--- src/rtl/calc_pkg.sv ---
// Calculator shared definitions
`default_nettype none

package calc_pkg;

    // Sign-magnitude number format
    localparam int data_w = 16;
    localparam int mag_w = 15;

    typedef logic [data_w-1:0] calc_t;

    // Operator key codes
    typedef enum logic [2:0] {
        op_none = 3'd0,
        op_neg  = 3'd1,
        op_add  = 3'd2,
        op_sub  = 3'd3,
        op_mul  = 3'd4
    } op_t;

    typedef enum logic [3:0] {
        wait_op1,
        mult_op1,
        add_digit_op1,
        wait_op2,
        mult_op2,
        add_digit_op2,
        send_compute,
        wait_compute,
        show_result
    } state_t;

    // Host register word addresses
    localparam logic [1:0] reg_result = 2'd0;
    localparam logic [1:0] reg_status = 2'd1;
    localparam logic [1:0] reg_ctrl = 2'd2;

    // Status word bits
    localparam int busy_bit = 0;
    localparam int valid_bit = 1;
    localparam int ovf_bit = 2;

endpackage

`default_nettype wire

--- src/rtl/signmag_addsub.sv ---
// Sign-magnitude adder and subtractor
`timescale 1ns/100ps
`default_nettype none

module signmag_addsub (
    input  logic          clk,
    input  logic          nRST,
    input  calc_pkg::calc_t a_in,
    input  calc_pkg::calc_t b_in,
    input  logic          sub,
    input  logic          start,
    output calc_pkg::calc_t out,
    output logic          ovf,
    output logic          finish
);
    import calc_pkg::*;

    logic             a_sign;
    logic             b_sign;
    logic [mag_w-1:0] a_mag;
    logic [mag_w-1:0] b_mag;
    logic [mag_w:0]   sum;
    logic [mag_w-1:0] mag_n;
    logic             sign_n;
    logic             ovf_n;

    always_comb begin
        a_sign = a_in[data_w-1];
        // Subtract is add with b negated
        b_sign = b_in[data_w-1] ^ sub;
        a_mag = a_in[mag_w-1:0];
        b_mag = b_in[mag_w-1:0];
        sum = {1'b0, a_mag} + {1'b0, b_mag};
        ovf_n = 1'b0;
        if (a_sign == b_sign) begin
            mag_n = sum[mag_w-1:0];
            ovf_n = sum[mag_w];
            sign_n = a_sign;
        end else if (a_mag >= b_mag) begin
            mag_n = a_mag - b_mag;
            sign_n = a_sign;
        end else begin
            mag_n = b_mag - a_mag;
            sign_n = b_sign;
        end
    end

    always_ff @(posedge clk or negedge nRST) begin
        if (!nRST) begin
            finish <= 1'b0;
        end else begin
            finish <= start;
        end
    end

    always_ff @(posedge clk) begin
        if (start) begin
            // Zero result always positive
            out <= {sign_n & (|mag_n), mag_n};
            ovf <= ovf_n;
        end
    end

endmodule

`default_nettype wire

--- src/rtl/shift_add_mult.sv ---
// Sequential shift-and-add multiplier
`timescale 1ns/100ps
`default_nettype none

module shift_add_mult (
    input  logic          clk,
    input  logic          nRST,
    input  calc_pkg::calc_t a_in,
    input  calc_pkg::calc_t b_in,
    input  logic          start,
    output calc_pkg::calc_t out,
    output logic          ovf,
    output logic          finish
);
    import calc_pkg::*;

    localparam int cnt_w = $clog2(mag_w);

    logic [2*mag_w-1:0] a_sh;
    logic [mag_w-1:0]   b_sh;
    logic [2*mag_w-1:0] acc;
    logic               sign_q;
    logic [cnt_w-1:0]   cnt;
    logic               running;

    // Control path
    always_ff @(posedge clk or negedge nRST) begin
        if (!nRST) begin
            running <= 1'b0;
            cnt <= '0;
            finish <= 1'b0;
        end else begin
            finish <= 1'b0;
            if (start) begin
                running <= 1'b1;
                cnt <= '0;
            end else if (running) begin
                cnt <= cnt + 1'b1;
                // Last magnitude bit of b
                if (cnt == cnt_w'(mag_w - 1)) begin
                    running <= 1'b0;
                    finish <= 1'b1;
                end
            end
        end
    end

    // One partial product per cycle, b consumed LSB first
    always_ff @(posedge clk) begin
        if (start) begin
            a_sh <= {{mag_w{1'b0}}, a_in[mag_w-1:0]};
            b_sh <= b_in[mag_w-1:0];
            acc <= '0;
            sign_q <= a_in[data_w-1] ^ b_in[data_w-1];
        end else if (running) begin
            if (b_sh[0]) begin
                acc <= acc + a_sh;
            end
            a_sh <= a_sh << 1;
            b_sh <= b_sh >> 1;
        end
    end

    // Held until the next start
    assign out = {sign_q & (|acc[mag_w-1:0]), acc[mag_w-1:0]};
    assign ovf = |acc[2*mag_w-1:mag_w];

endmodule

`default_nettype wire

--- src/rtl/calc_control.sv ---
// Calculator controller FSM
`timescale 1ns/100ps
`default_nettype none

module calc_control (
    input  logic          clk,
    input  logic          nRST,
    input  logic [3:0]    keypad_input,
    input  logic          read_input,
    input  calc_pkg::op_t   operator_input,
    input  logic          equal_input,
    input  logic          soft_clr,
    input  calc_pkg::calc_t add_out,
    input  logic          add_ovf,
    input  logic          add_finish,
    input  calc_pkg::calc_t mult_out,
    input  logic          mult_ovf,
    input  logic          mult_finish,
    output logic          key_read,
    output calc_pkg::calc_t add_a,
    output calc_pkg::calc_t add_b,
    output logic          add_sub,
    output logic          add_start,
    output calc_pkg::calc_t mult_a,
    output calc_pkg::calc_t mult_b,
    output logic          mult_start,
    output logic          complete,
    output logic          busy,
    output logic          ovf,
    output calc_pkg::calc_t display_output
);
    import calc_pkg::*;

    localparam calc_t ten = calc_t'(10);

    state_t           state;
    state_t           next_state;
    op_t              op_q;
    logic [mag_w-1:0] mag1;
    logic [mag_w-1:0] mag2;
    logic             neg1;
    logic             neg2;
    logic [3:0]       digit_q;
    calc_t            opnd1;
    calc_t            opnd2;
    logic             waiting;
    logic             key_event;
    logic             digit_key;
    logic             neg_key;
    logic             arith_key;
    logic             unit_done;
    calc_t            unit_out;
    logic             unit_ovf;

    // Raw sign flags, negative zero folded to plus
    assign opnd1 = {neg1 & (|mag1), mag1};
    assign opnd2 = {neg2 & (|mag2), mag2};

    assign waiting = (state == wait_op1) || (state == wait_op2);
    // Key held during the key_read cycle is not taken twice
    assign key_event = read_input && waiting && !key_read;
    assign digit_key = !equal_input && (operator_input == op_none);
    assign neg_key = !equal_input && (operator_input == op_neg);
    assign arith_key = !equal_input && (operator_input inside {op_add, op_sub, op_mul});

    assign unit_done = (op_q == op_mul) ? mult_finish : add_finish;
    assign unit_out = (op_q == op_mul) ? mult_out : add_out;
    assign unit_ovf = (op_q == op_mul) ? mult_ovf : add_ovf;

    assign busy = !waiting;
    assign complete = (state == show_result);

    always_comb begin
        next_state = state;
        case (state)
            wait_op1: begin
                if (key_event && arith_key) begin
                    next_state = wait_op2;
                end else if (key_event && digit_key) begin
                    next_state = mult_op1;
                end
            end
            mult_op1: if (mult_finish) next_state = add_digit_op1;
            add_digit_op1: next_state = wait_op1;
            wait_op2: begin
                if (key_event && equal_input) begin
                    next_state = send_compute;
                end else if (key_event && digit_key) begin
                    next_state = mult_op2;
                end
            end
            mult_op2: if (mult_finish) next_state = add_digit_op2;
            add_digit_op2: next_state = wait_op2;
            send_compute: next_state = wait_compute;
            wait_compute: if (unit_done) next_state = show_result;
            show_result: next_state = wait_op1;
            default: next_state = wait_op1;
        endcase
        if (soft_clr) begin
            next_state = wait_op1;
        end
    end

    always_ff @(posedge clk or negedge nRST) begin
        if (!nRST) begin
            state <= wait_op1;
            key_read <= 1'b0;
            add_start <= 1'b0;
            mult_start <= 1'b0;
            op_q <= op_none;
            mag1 <= '0;
            mag2 <= '0;
            neg1 <= 1'b0;
            neg2 <= 1'b0;
            ovf <= 1'b0;
            display_output <= '0;
        end else begin
            state <= next_state;
            key_read <= 1'b0;
            add_start <= 1'b0;
            mult_start <= 1'b0;
            if (soft_clr || state == show_result) begin
                op_q <= op_none;
                mag1 <= '0;
                mag2 <= '0;
                neg1 <= 1'b0;
                neg2 <= 1'b0;
            end else begin
                case (state)
                    wait_op1: begin
                        if (key_event) begin
                            key_read <= 1'b1;
                            if (neg_key) neg1 <= ~neg1;
                            if (arith_key) op_q <= operator_input;
                            if (digit_key) mult_start <= 1'b1;
                        end
                    end
                    mult_op1: if (mult_finish) mag1 <= mult_out[mag_w-1:0];
                    add_digit_op1: mag1 <= mag1 + mag_w'(digit_q);
                    wait_op2: begin
                        // Operator keys other than sign toggle are ignored here
                        if (key_event) begin
                            key_read <= 1'b1;
                            if (neg_key) neg2 <= ~neg2;
                            if (digit_key) mult_start <= 1'b1;
                        end
                    end
                    mult_op2: if (mult_finish) mag2 <= mult_out[mag_w-1:0];
                    add_digit_op2: mag2 <= mag2 + mag_w'(digit_q);
                    send_compute: begin
                        if (op_q == op_mul) begin
                            mult_start <= 1'b1;
                        end else begin
                            add_start <= 1'b1;
                        end
                    end
                    wait_compute: begin
                        if (unit_done) begin
                            display_output <= unit_out;
                            ovf <= unit_ovf;
                        end
                    end
                    default: ;
                endcase
            end
        end
    end

    // Operand and digit payload
    always_ff @(posedge clk) begin
        if (key_event && digit_key) begin
            digit_q <= keypad_input;
            mult_a <= (state == wait_op1) ? {1'b0, mag1} : {1'b0, mag2};
            mult_b <= ten;
        end else if (state == send_compute) begin
            mult_a <= opnd1;
            mult_b <= opnd2;
            add_a <= opnd1;
            add_b <= opnd2;
            add_sub <= (op_q == op_sub);
        end
    end

endmodule

`default_nettype wire

--- src/rtl/calc_regs.sv ---
// Wishbone host register block
`timescale 1ns/100ps
`default_nettype none

module calc_regs (
    input  logic          clk,
    input  logic          nRST,
    input  logic          wb_cyc,
    input  logic          wb_stb,
    input  logic          wb_we,
    input  logic [1:0]    wb_adr,
    input  logic [31:0]   wb_dat_i,
    input  calc_pkg::calc_t result,
    input  logic          ovf,
    input  logic          complete,
    input  logic          busy,
    output logic [31:0]   wb_dat_o,
    output logic          wb_ack,
    output logic          soft_clr
);
    import calc_pkg::*;

    logic        req;
    logic        rd_status;
    calc_t       result_q;
    logic        ovf_q;
    logic        valid_q;
    logic [31:0] status_word;
    logic [31:0] rd_data;

    // New strobe only, never a second ack for the same one
    assign req = wb_cyc && wb_stb && !wb_ack;
    assign rd_status = req && !wb_we && (wb_adr == reg_status);

    always_comb begin
        status_word = '0;
        status_word[busy_bit] = busy;
        status_word[valid_bit] = valid_q;
        status_word[ovf_bit] = ovf_q;
    end

    always_comb begin
        case (wb_adr)
            reg_result: rd_data = {{(32-data_w){1'b0}}, result_q};
            reg_status: rd_data = status_word;
            default: rd_data = '0;
        endcase
    end

    always_ff @(posedge clk or negedge nRST) begin
        if (!nRST) begin
            wb_ack <= 1'b0;
            wb_dat_o <= '0;
            soft_clr <= 1'b0;
            result_q <= '0;
            ovf_q <= 1'b0;
            valid_q <= 1'b0;
        end else begin
            wb_ack <= req;
            soft_clr <= req && wb_we && (wb_adr == reg_ctrl) && wb_dat_i[0];
            if (req && !wb_we) begin
                wb_dat_o <= rd_data;
            end
            if (complete) begin
                result_q <= result;
                ovf_q <= ovf;
            end
            // A new result wins over a clearing read
            if (complete) begin
                valid_q <= 1'b1;
            end else if (rd_status) begin
                valid_q <= 1'b0;
            end
        end
    end

endmodule

`default_nettype wire

--- src/rtl/calc_top.sv ---
// Calculator core top level
`timescale 1ns/100ps
`default_nettype none

module calc_top (
    input  logic          clk,
    input  logic          nRST,
    input  logic [3:0]    keypad_input,
    input  logic          read_input,
    input  calc_pkg::op_t   operator_input,
    input  logic          equal_input,
    output logic          key_read,
    output logic          complete,
    output calc_pkg::calc_t display_output,
    input  logic          wb_cyc,
    input  logic          wb_stb,
    input  logic          wb_we,
    input  logic [1:0]    wb_adr,
    input  logic [31:0]   wb_dat_i,
    output logic [31:0]   wb_dat_o,
    output logic          wb_ack
);
    import calc_pkg::*;

    calc_t add_a;
    calc_t add_b;
    calc_t add_out;
    logic  add_sub;
    logic  add_start;
    logic  add_ovf;
    logic  add_finish;
    calc_t mult_a;
    calc_t mult_b;
    calc_t mult_out;
    logic  mult_start;
    logic  mult_ovf;
    logic  mult_finish;
    logic  busy;
    logic  ovf;
    logic  soft_clr;

    calc_control control0 (
        .clk(clk), .nRST(nRST),
        .keypad_input(keypad_input), .read_input(read_input),
        .operator_input(operator_input), .equal_input(equal_input),
        .soft_clr(soft_clr),
        .add_out(add_out), .add_ovf(add_ovf), .add_finish(add_finish),
        .mult_out(mult_out), .mult_ovf(mult_ovf), .mult_finish(mult_finish),
        .key_read(key_read),
        .add_a(add_a), .add_b(add_b), .add_sub(add_sub), .add_start(add_start),
        .mult_a(mult_a), .mult_b(mult_b), .mult_start(mult_start),
        .complete(complete), .busy(busy), .ovf(ovf),
        .display_output(display_output)
    );

    signmag_addsub addsub0 (
        .clk(clk), .nRST(nRST),
        .a_in(add_a), .b_in(add_b), .sub(add_sub), .start(add_start),
        .out(add_out), .ovf(add_ovf), .finish(add_finish)
    );

    shift_add_mult mult0 (
        .clk(clk), .nRST(nRST),
        .a_in(mult_a), .b_in(mult_b), .start(mult_start),
        .out(mult_out), .ovf(mult_ovf), .finish(mult_finish)
    );

    calc_regs regs0 (
        .clk(clk), .nRST(nRST),
        .wb_cyc(wb_cyc), .wb_stb(wb_stb), .wb_we(wb_we), .wb_adr(wb_adr),
        .wb_dat_i(wb_dat_i),
        .result(display_output), .ovf(ovf), .complete(complete), .busy(busy),
        .wb_dat_o(wb_dat_o), .wb_ack(wb_ack), .soft_clr(soft_clr)
    );

endmodule

`default_nettype wire

--- config.mk ---
export PLATFORM = sky130hd
export DESIGN_NAME = calc_top
export DESIGN_NICKNAME = d
export VERILOG_FILES = /design/src/rtl/calc_pkg.sv /design/src/rtl/signmag_addsub.sv /design/src/rtl/shift_add_mult.sv /design/src/rtl/calc_control.sv /design/src/rtl/calc_regs.sv /design/src/rtl/calc_top.sv
export SDC_FILE = /design/constraint.sdc
export NUM_CORES = 1
export LEC_CHECK = 0
export BUFFER_PORTS_ARGS = -buffer_cell sky130_fd_sc_hd__buf_2
export CORE_AREA = 5 5 169 236
export DETAILED_ROUTE_END_ITERATION = 8
export DIE_AREA = 0 0 174 241
export PLACE_DENSITY_LB_ADDON = 0.1
export SKIP_CTS_REPAIR_TIMING = 1
export SLEW_MARGIN = 20
export SYNTH_ARGS = -nofsm -noshare
export SYNTH_HDL_FRONTEND = slang
export SYNTH_SLANG_ARGS = --single-unit
export TNS_END_PERCENT = 20
--- constraint.sdc ---
create_clock -name clk -period 4.5 [get_ports clk]
set_input_delay 0.225 -clock clk [delete_from_list [all_inputs] [get_ports clk]]
set_output_delay 0.225 -clock clk [all_outputs]
set_load 0.05 [all_outputs]
=== Word-level counts from Yosys, hierarchy flattened ===
Cells that the tools add are included.

* Bits in registers: 280
* Memories kept: 0
* Latch bits: 0
* RAM bits: 0
* Logic and storage cells: 190
* ROM bits: 0
* Input port bits: 48

* Equal/unequal tests: 25
* Muxes and demuxes: 62
* Multipliers: 0
* Div/mod/pow operators: 0
* Magnitude comparators: 1
* Shift operators: 0
* $add $sub $neg: 7
* Reduce and logical (&&, ||, !) cells: 51
* Bitwise operators: 10

{| class="wikitable"
|+ Operator list
! operator !! count
|-
| $mux 15 || 10
|-
| $reduce_or 15->1 || 5
|-
| $pmux 15 s2 || 2
|-
| $mux 16 || 3
|-
| $mux 4 || 10
|-
| $pmux 16 s2 || 1
|-
| $add 15x4->15 || 2
|-
| $add 30x30->30 || 1
|-
| $mux 1 || 30
|-
| $sub 15x15->15 || 2
|-
| $pmux 4 s7 || 1
|-
| $add 15x15->16 || 1
|-
| $eq 4x3->1 const B || 4
|-
| $reduce_bool 2->1 || 8
|-
| $ge 15x15->1 || 1
|-
| $logic_and 1x1->1 || 15
|-
| $ne 3x1->1 const B || 5
|-
| $mux 3 || 4
|-
| $reduce_and 3->1 || 4
|-
| $eq 3x2->1 const B || 3
|-
| $reduce_bool 3->1 || 3
|-
| $eq 4x2->1 const B || 2
|-
| $eq 4x4->1 const B || 2
|-
| $ne 4x3->1 const B || 2
|-
| 19 further kinds || 35
|}

=== Longest topological paths before layout ===
* Depth in word-level cells: 9
* Depth in mapped cells: 14
* Mapped depth without buffers: 14

=== Modules after synthesis ===
From an unflattened synthesis, not the netlist that was laid out.

* Cell total of the unflattened synthesis: 1,571
* Area total of the unflattened synthesis: 15,533.6 um2

{| class="wikitable"
|+ By module, submodules not included
! module !! cells each !! times used !! sequential area each (um2) !! area each (um2)
|-
| calc_control || 574 || 1 || 3,388.2 || 6,212.2
|-
| shift_add_mult || 518 || 1 || 1,981.9 || 4,901.0
|-
| signmag_addsub || 345 || 1 || 535.5 || 2,889.0
|-
| calc_regs || 134 || 1 || 900.9 || 1,531.5
|}

=== Least setup slack after synthesis ===
No wires, ideal clock.

* Path type: reg2reg
* From: register control0.add_a[8]
* To: register addsub0.out[15] (data pin)
* Setup time: 0.254 ns
* Data arrival time: 3.032 ns
* Clock period less this slack: 3.286 ns
* Path slack: 1.214 ns
* Stages on the path, launching flop included: 15
* Cell sequence: edfxtp_1 inv_1 ha_1 buf_6 a21o_1 a31o_1 a2111oi_4 o21ai_4 buf_2 o21ai_1 o22ai_1 xnor2_1 nor4_2 nand4b_1 o21a_1

* Cells in the longest elaborated chain, start to end: 5
* Elaborated cells between the ends (all ways): 10

{| class="wikitable"
|+ RTL lines
! element !! RTL line !! text
|-
| start, declared || calc_control.sv:20 || <nowiki>output calc_pkg::calc_t add_a,</nowiki>
|-
| start signal, assigned || calc_control.sv:178 || <nowiki>add_a <= opnd1;</nowiki>
|-
| $sub 15x15->15, or another cell as far along || signmag_addsub.sv:43 || <nowiki>mag_n = b_mag - a_mag;</nowiki>
|-
| $mux 15 || signmag_addsub.sv:39 || <nowiki>end else if (a_mag >= b_mag) begin</nowiki>
|-
| $mux 15 (*) || signmag_addsub.sv:35 || <nowiki>if (a_sign == b_sign) begin</nowiki>
|-
| net addsub0.mag_n[12] || signmag_addsub.sv:23 || <nowiki>logic [mag_w-1:0] mag_n;</nowiki>
|-
| $reduce_or 15->1 (*) || signmag_addsub.sv:59 || <nowiki>out <= {sign_n & (|mag_n), mag_n};</nowiki>
|-
| $and 1x1->1 (*) || signmag_addsub.sv:59 ||
|-
| end signal, assigned || signmag_addsub.sv:59 ||
|-
| end, declared || signmag_addsub.sv:12 || <nowiki>output calc_pkg::calc_t out,</nowiki>
|}

Mark *: on every way through the listed nets, which the timed path passes. The rest lies on a longest branch.
A chain may end at the register's enable or synchronous reset.

=== Worst setup path after layout ===
* From: register control0.add_b[8]
* To: register addsub0.out[15] (data pin)

* Cells in the longest elaborated chain, start to end: 5
* Elaborated cells between the ends (all ways): 10

{| class="wikitable"
|+ RTL lines
! element !! RTL line !! text
|-
| start, declared || calc_control.sv:21 || <nowiki>output calc_pkg::calc_t add_b,</nowiki>
|-
| start signal, assigned || calc_control.sv:179 || <nowiki>add_b <= opnd2;</nowiki>
|-
| $ge 15x15->1 || signmag_addsub.sv:39 ||
|-
| $mux 15 || signmag_addsub.sv:39 ||
|-
| $mux 15 || signmag_addsub.sv:35 ||
|-
| net addsub0.mag_n[3] || signmag_addsub.sv:23 ||
|-
| $reduce_or 15->1 || signmag_addsub.sv:59 ||
|-
| $and 1x1->1 || signmag_addsub.sv:59 ||
|}

The timed path passes the listed nets, and every way through them passes these cells.

==> summary.txt <==
Logic synthesis
  • Unique masters post-synth: 80
  • Synth top area cells: edfxtp_1, dfrtp_1, dfxtp_1
  • Syn Area/Cell: ~9.9 um^2
  • Primary FF master, synth: dfrtp_1
  • Gate Count Post-Synth: 1501
  • EDFF count, synth: approximately 100
  • Synthesis Warnings: 0
  • Yosys top cell by area: edfxtp_1
  • Area share of the largest cell type after synthesis: 0.2046
  • Ys async rst share: 0.3864
  • Yosys reg bits: approximately 260
  • Post-Syn Area: between 10000 and 15000 um^2
  • Seq/Total Area, Yosys: 0.4592

Global route
  • GR Overflow Total: 0
  • Largest net degree at the start of global routing: between 50 and 60
  • GRT Overall Usage: 0.1841
  • Number of global-route vias before repair: roughly 11000
  • First-pass GRT wire length: slightly above 60000 um
  • Initial antenna violation count: 0

STA
  • Clock skew: around 26 ps
  • Worst-Margin Slew: between 900 and 1000 ps
  • Final Cycle Share: 0.8643
  • Post-Route Setup TNS: 0 ps
  • Max_slew headroom: 0.3586
  • RSZ-0062 raised after global routing: no
  • WHS: approximately 32 ps
  • Fmax: around 260 MHz
  • Final setup fails: 0
  • Final hold violation count: 0
  • Post-route minimum period: 3889 ps
  • Slew Limit Fails: 0

Worst setup path
  • Crit-path max FO: 12
  • Startpoint types: register
  • Arrival @ worst endpoint: around 4200 ps
  • Crit end category: register
  • CP Class: reg2reg
  • Required time of the critical path: 4830 ps

Routing
  • TritonRoute pass-1 iters: 5
  • Vias: between 10000 and 15000
  • Initial DRC Count: between 700 and 800
  • DRT antenna net count: 0
  • Final wirelength: between 30000 and 40000 um
  • DR WL/cell: 19.17 um
  • DRC: 0
  • DR vias/cell: around 5.4

Die
  • Die height: approximately 240 um
  • Std-Cell Rows: between 80 and 90
  • Placeable Area: around 37000 um^2
  • I/O Pins: 99
  • Initial Util: 0.3961
  • Die area: about 42000 um^2
  • Die width: 174 um

Layout
  • Share of layout cells above drive strength 1: 0.1332
  • # fillers: ~3600
  • Final Util: 0.4449
  • Final Cell Area: between 15000 and 20000 um^2
  • Fin cells: 2049
  • Layout area overhead: 12.31%
  • Ant. Diodes: 0
  • Post-layout nets: 1694

Placed design
  • GPL Wtd Cong: between 0.8 and 0.9
  • Placed cell areas: ~16000 um^2
  • Detail Placement HPWL: 28730 um
  • # placed instances: about 2000
  • Port-buffer cells: slightly above 50

Pwr
  • P_leak: 7.228 nW
  • Max VDD drop: 0.3481 mV
  • P per Cell Area: 698.0 nW/um^2

Clock network
  • Clock sinks: 264
  • CTS tree: built
  • Clock Latency Late Sink: between 500 and 600 ps
  • CTS Buf Count: 29
  • Reg clk slew, reported paths: around 60 ps
  • Root Buffer: clkbuf_16
  • Clock buffer depth: 3
  • Number of H-tree levels: 1

Job
  • MaxCap Viol Count: 0

Worst hold path
  • Hold Path Class: in2reg

Status
  • Outcome: finished, final reports clean
## cells in the final DEF, fill, tap and decap left out, types with 7 or more instances in the layout
| cell | instances |
|---|---|
| nand2_1 | 160 |
| clkbuf_16 | 29 |
| and2_1 | 8 |
| a211oi_1 | 14 |
| dlygate4sd3_1 | 14 |
| edfxtp_1 | 101 |
| inv_1 | 66 |
| buf_2 | 50 |
| nand2b_1 | 7 |
| o21ai_0 | 100 |
| buf_4 | 28 |
| xnor2_1 | 30 |
| or3_1 | 7 |
| dfrtp_1 | 101 |
| mux2_2 | 59 |
| o31ai_1 | 9 |
| mux2i_1 | 50 |
| nand3_1 | 22 |
| a21oi_1 | 83 |
| nor3_1 | 22 |
| a31oi_1 | 9 |
| nor2b_1 | 10 |
| nor4_1 | 16 |
| dfxtp_1 | 61 |
| o21a_1 | 9 |
| xor2_1 | 17 |
| a21o_1 | 32 |
| ha_1 | 87 |
| nor2_1 | 144 |
| a22o_1 | 20 |
| conb_1 | 16 |
| and3_1 | 18 |
| nand4_1 | 13 |
| a22oi_1 | 25 |
| or2_2 | 7 |
| o22ai_1 | 7 |
## critical path: stages, from the launching register on
cell and delay (ps):
edfxtp_1 420, ha_1 510, nand4_1 240, or3_1 500, o21ai_4 490, mux2i_1 330, nor3_1 90, a2111oi_2 360
nand3_1 270, nand4b_1 250, o21a_1 200
## path summary, 6_finish.rpt
kind,cells past startpoint,start,slack [ps],end
max,10,control0.add_b[8],610,addsub0.out[15]
min,3,read_input,30,control0.key_read
max reg2reg,10,control0.add_b[8],610,addsub0.out[15]
min reg2reg,2,control0.mult_b[13],460,control0.mult_b[13]
max in group asynchronous,3,nRST,3080,regs0.result_q[14]
min in group asynchronous,2,nRST,280,mult0.running
## cells in the mapped netlist, types with 5 or more instances
master / n
a22oi_1: 25
mux2_2: 59
nor2_1: 144
o21ai_0: 100
dfrtp_1: 102
ha_1: 87
o21bai_1: 6
clkbuf_1: 59
o31ai_1: 9
nand3_1: 22
buf_2: 5
nor3b_1: 5
xor2_1: 17
nand3b_1: 5
nand4b_1: 5
a21oi_1: 83
inv_1: 66
a22o_1: 20
o211ai_1: 6
buf_4: 16
mux2i_1: 50
a31oi_1: 9
nand4_1: 13
a21o_1: 32
edfxtp_1: 101
or3_1: 7
nor3_1: 22
nand2_1: 161
nor2b_1: 10
and2_1: 8
o21a_1: 9
a41oi_1: 5
a211oi_1: 14
nor4_1: 17
or2_2: 7
dfxtp_1: 61
nand2b_1: 7
xnor2_1: 31
and3_1: 18
o22ai_1: 7
fa_1: 6
## state kept, by name (all words and copies together), names as in the netlist, 16 cells and up
register,cells
mult0.a_sh,30
control0.add_b,16
control0.mult_a,16
regs0.result_q,16
control0.mult_b,16
mult0.acc,30
regs0.wb_dat_o,16
control0.add_a,16
addsub0.out,16
control0.display_output,16
## per-stage QoR
| step | total power (W) | setup WS [ps] |
|---|---|---|
| finish | 0.01162 | 610.6 |
| global route | 0.01250 | 341.8 |
| CTS | 0.01174 | 586.9 |
| detailed placement | 0.009280 | 588.3 |
| global placement | 0.009202 | 606.4 |
| floorplan | 0.007803 | 1214 |
## kinds of logic (layout without fill, tap and decap cells)
| group | Yosys count | after routing | synth area share |
|---|---|---|---|
| other cells | 1 | 16 | 0.0002530 |
| xor+xnor | 48 | 48 | 0.02836 |
| flops | 264 | 264 | 0.4592 |
| buf+inv | 154 | 214 | 0.04457 |
| compound gates | 370 | 370 | 0.1636 |
| simple gates | 461 | 461 | 0.1428 |
| fa+ha+maj | 93 | 93 | 0.08155 |
| mux | 110 | 110 | 0.07960 |
## report_power, final
| part | internal (W) | leakage [nW] | total [W] | switching, W |
|---|---|---|---|---|
| registers | 0.00339 | 2.80 | 0.00422 | 0.000824 |
| logic | 0.00202 | 3.95 | 0.00500 | 0.00298 |
| clock network | 0.00139 | 0.476 | 0.00241 | 0.00102 |
| total | 0.00680 | 7.23 | 0.0116 | 0.00482 |
## area by class of cell
cell class | instances | area, um^2 | area share
Tap cell | 473 | 591.8 | 0.03555
Sequential cell | 264 | 6808 | 0.4090
Timing Repair Buffer | 92 | 600.6 | 0.03608
Multi-Input combinational cell | 1098 | 7432 | 0.4465
Clock buffer | 39 | 813.3 | 0.04886
Inverter | 68 | 255.2 | 0.01533
Clock inverter | 15 | 145.1 | 0.008719
## per-layer routing
| layer | up-vias | track usage | share of wire |
|---|---|---|---|
| met2 | 213 | 0.3479 | 0.53 |
| met1 | 5375 | 0.2110 | 0.40 |
| met5 | - | 0 | 0 |
| met3 | 82 | 0.02429 | 0.033 |
| li1 | 5476 | - | - |
| met4 | 0 | 0.07155 | 0.039 |
Power figures use the tool's default switching activity.
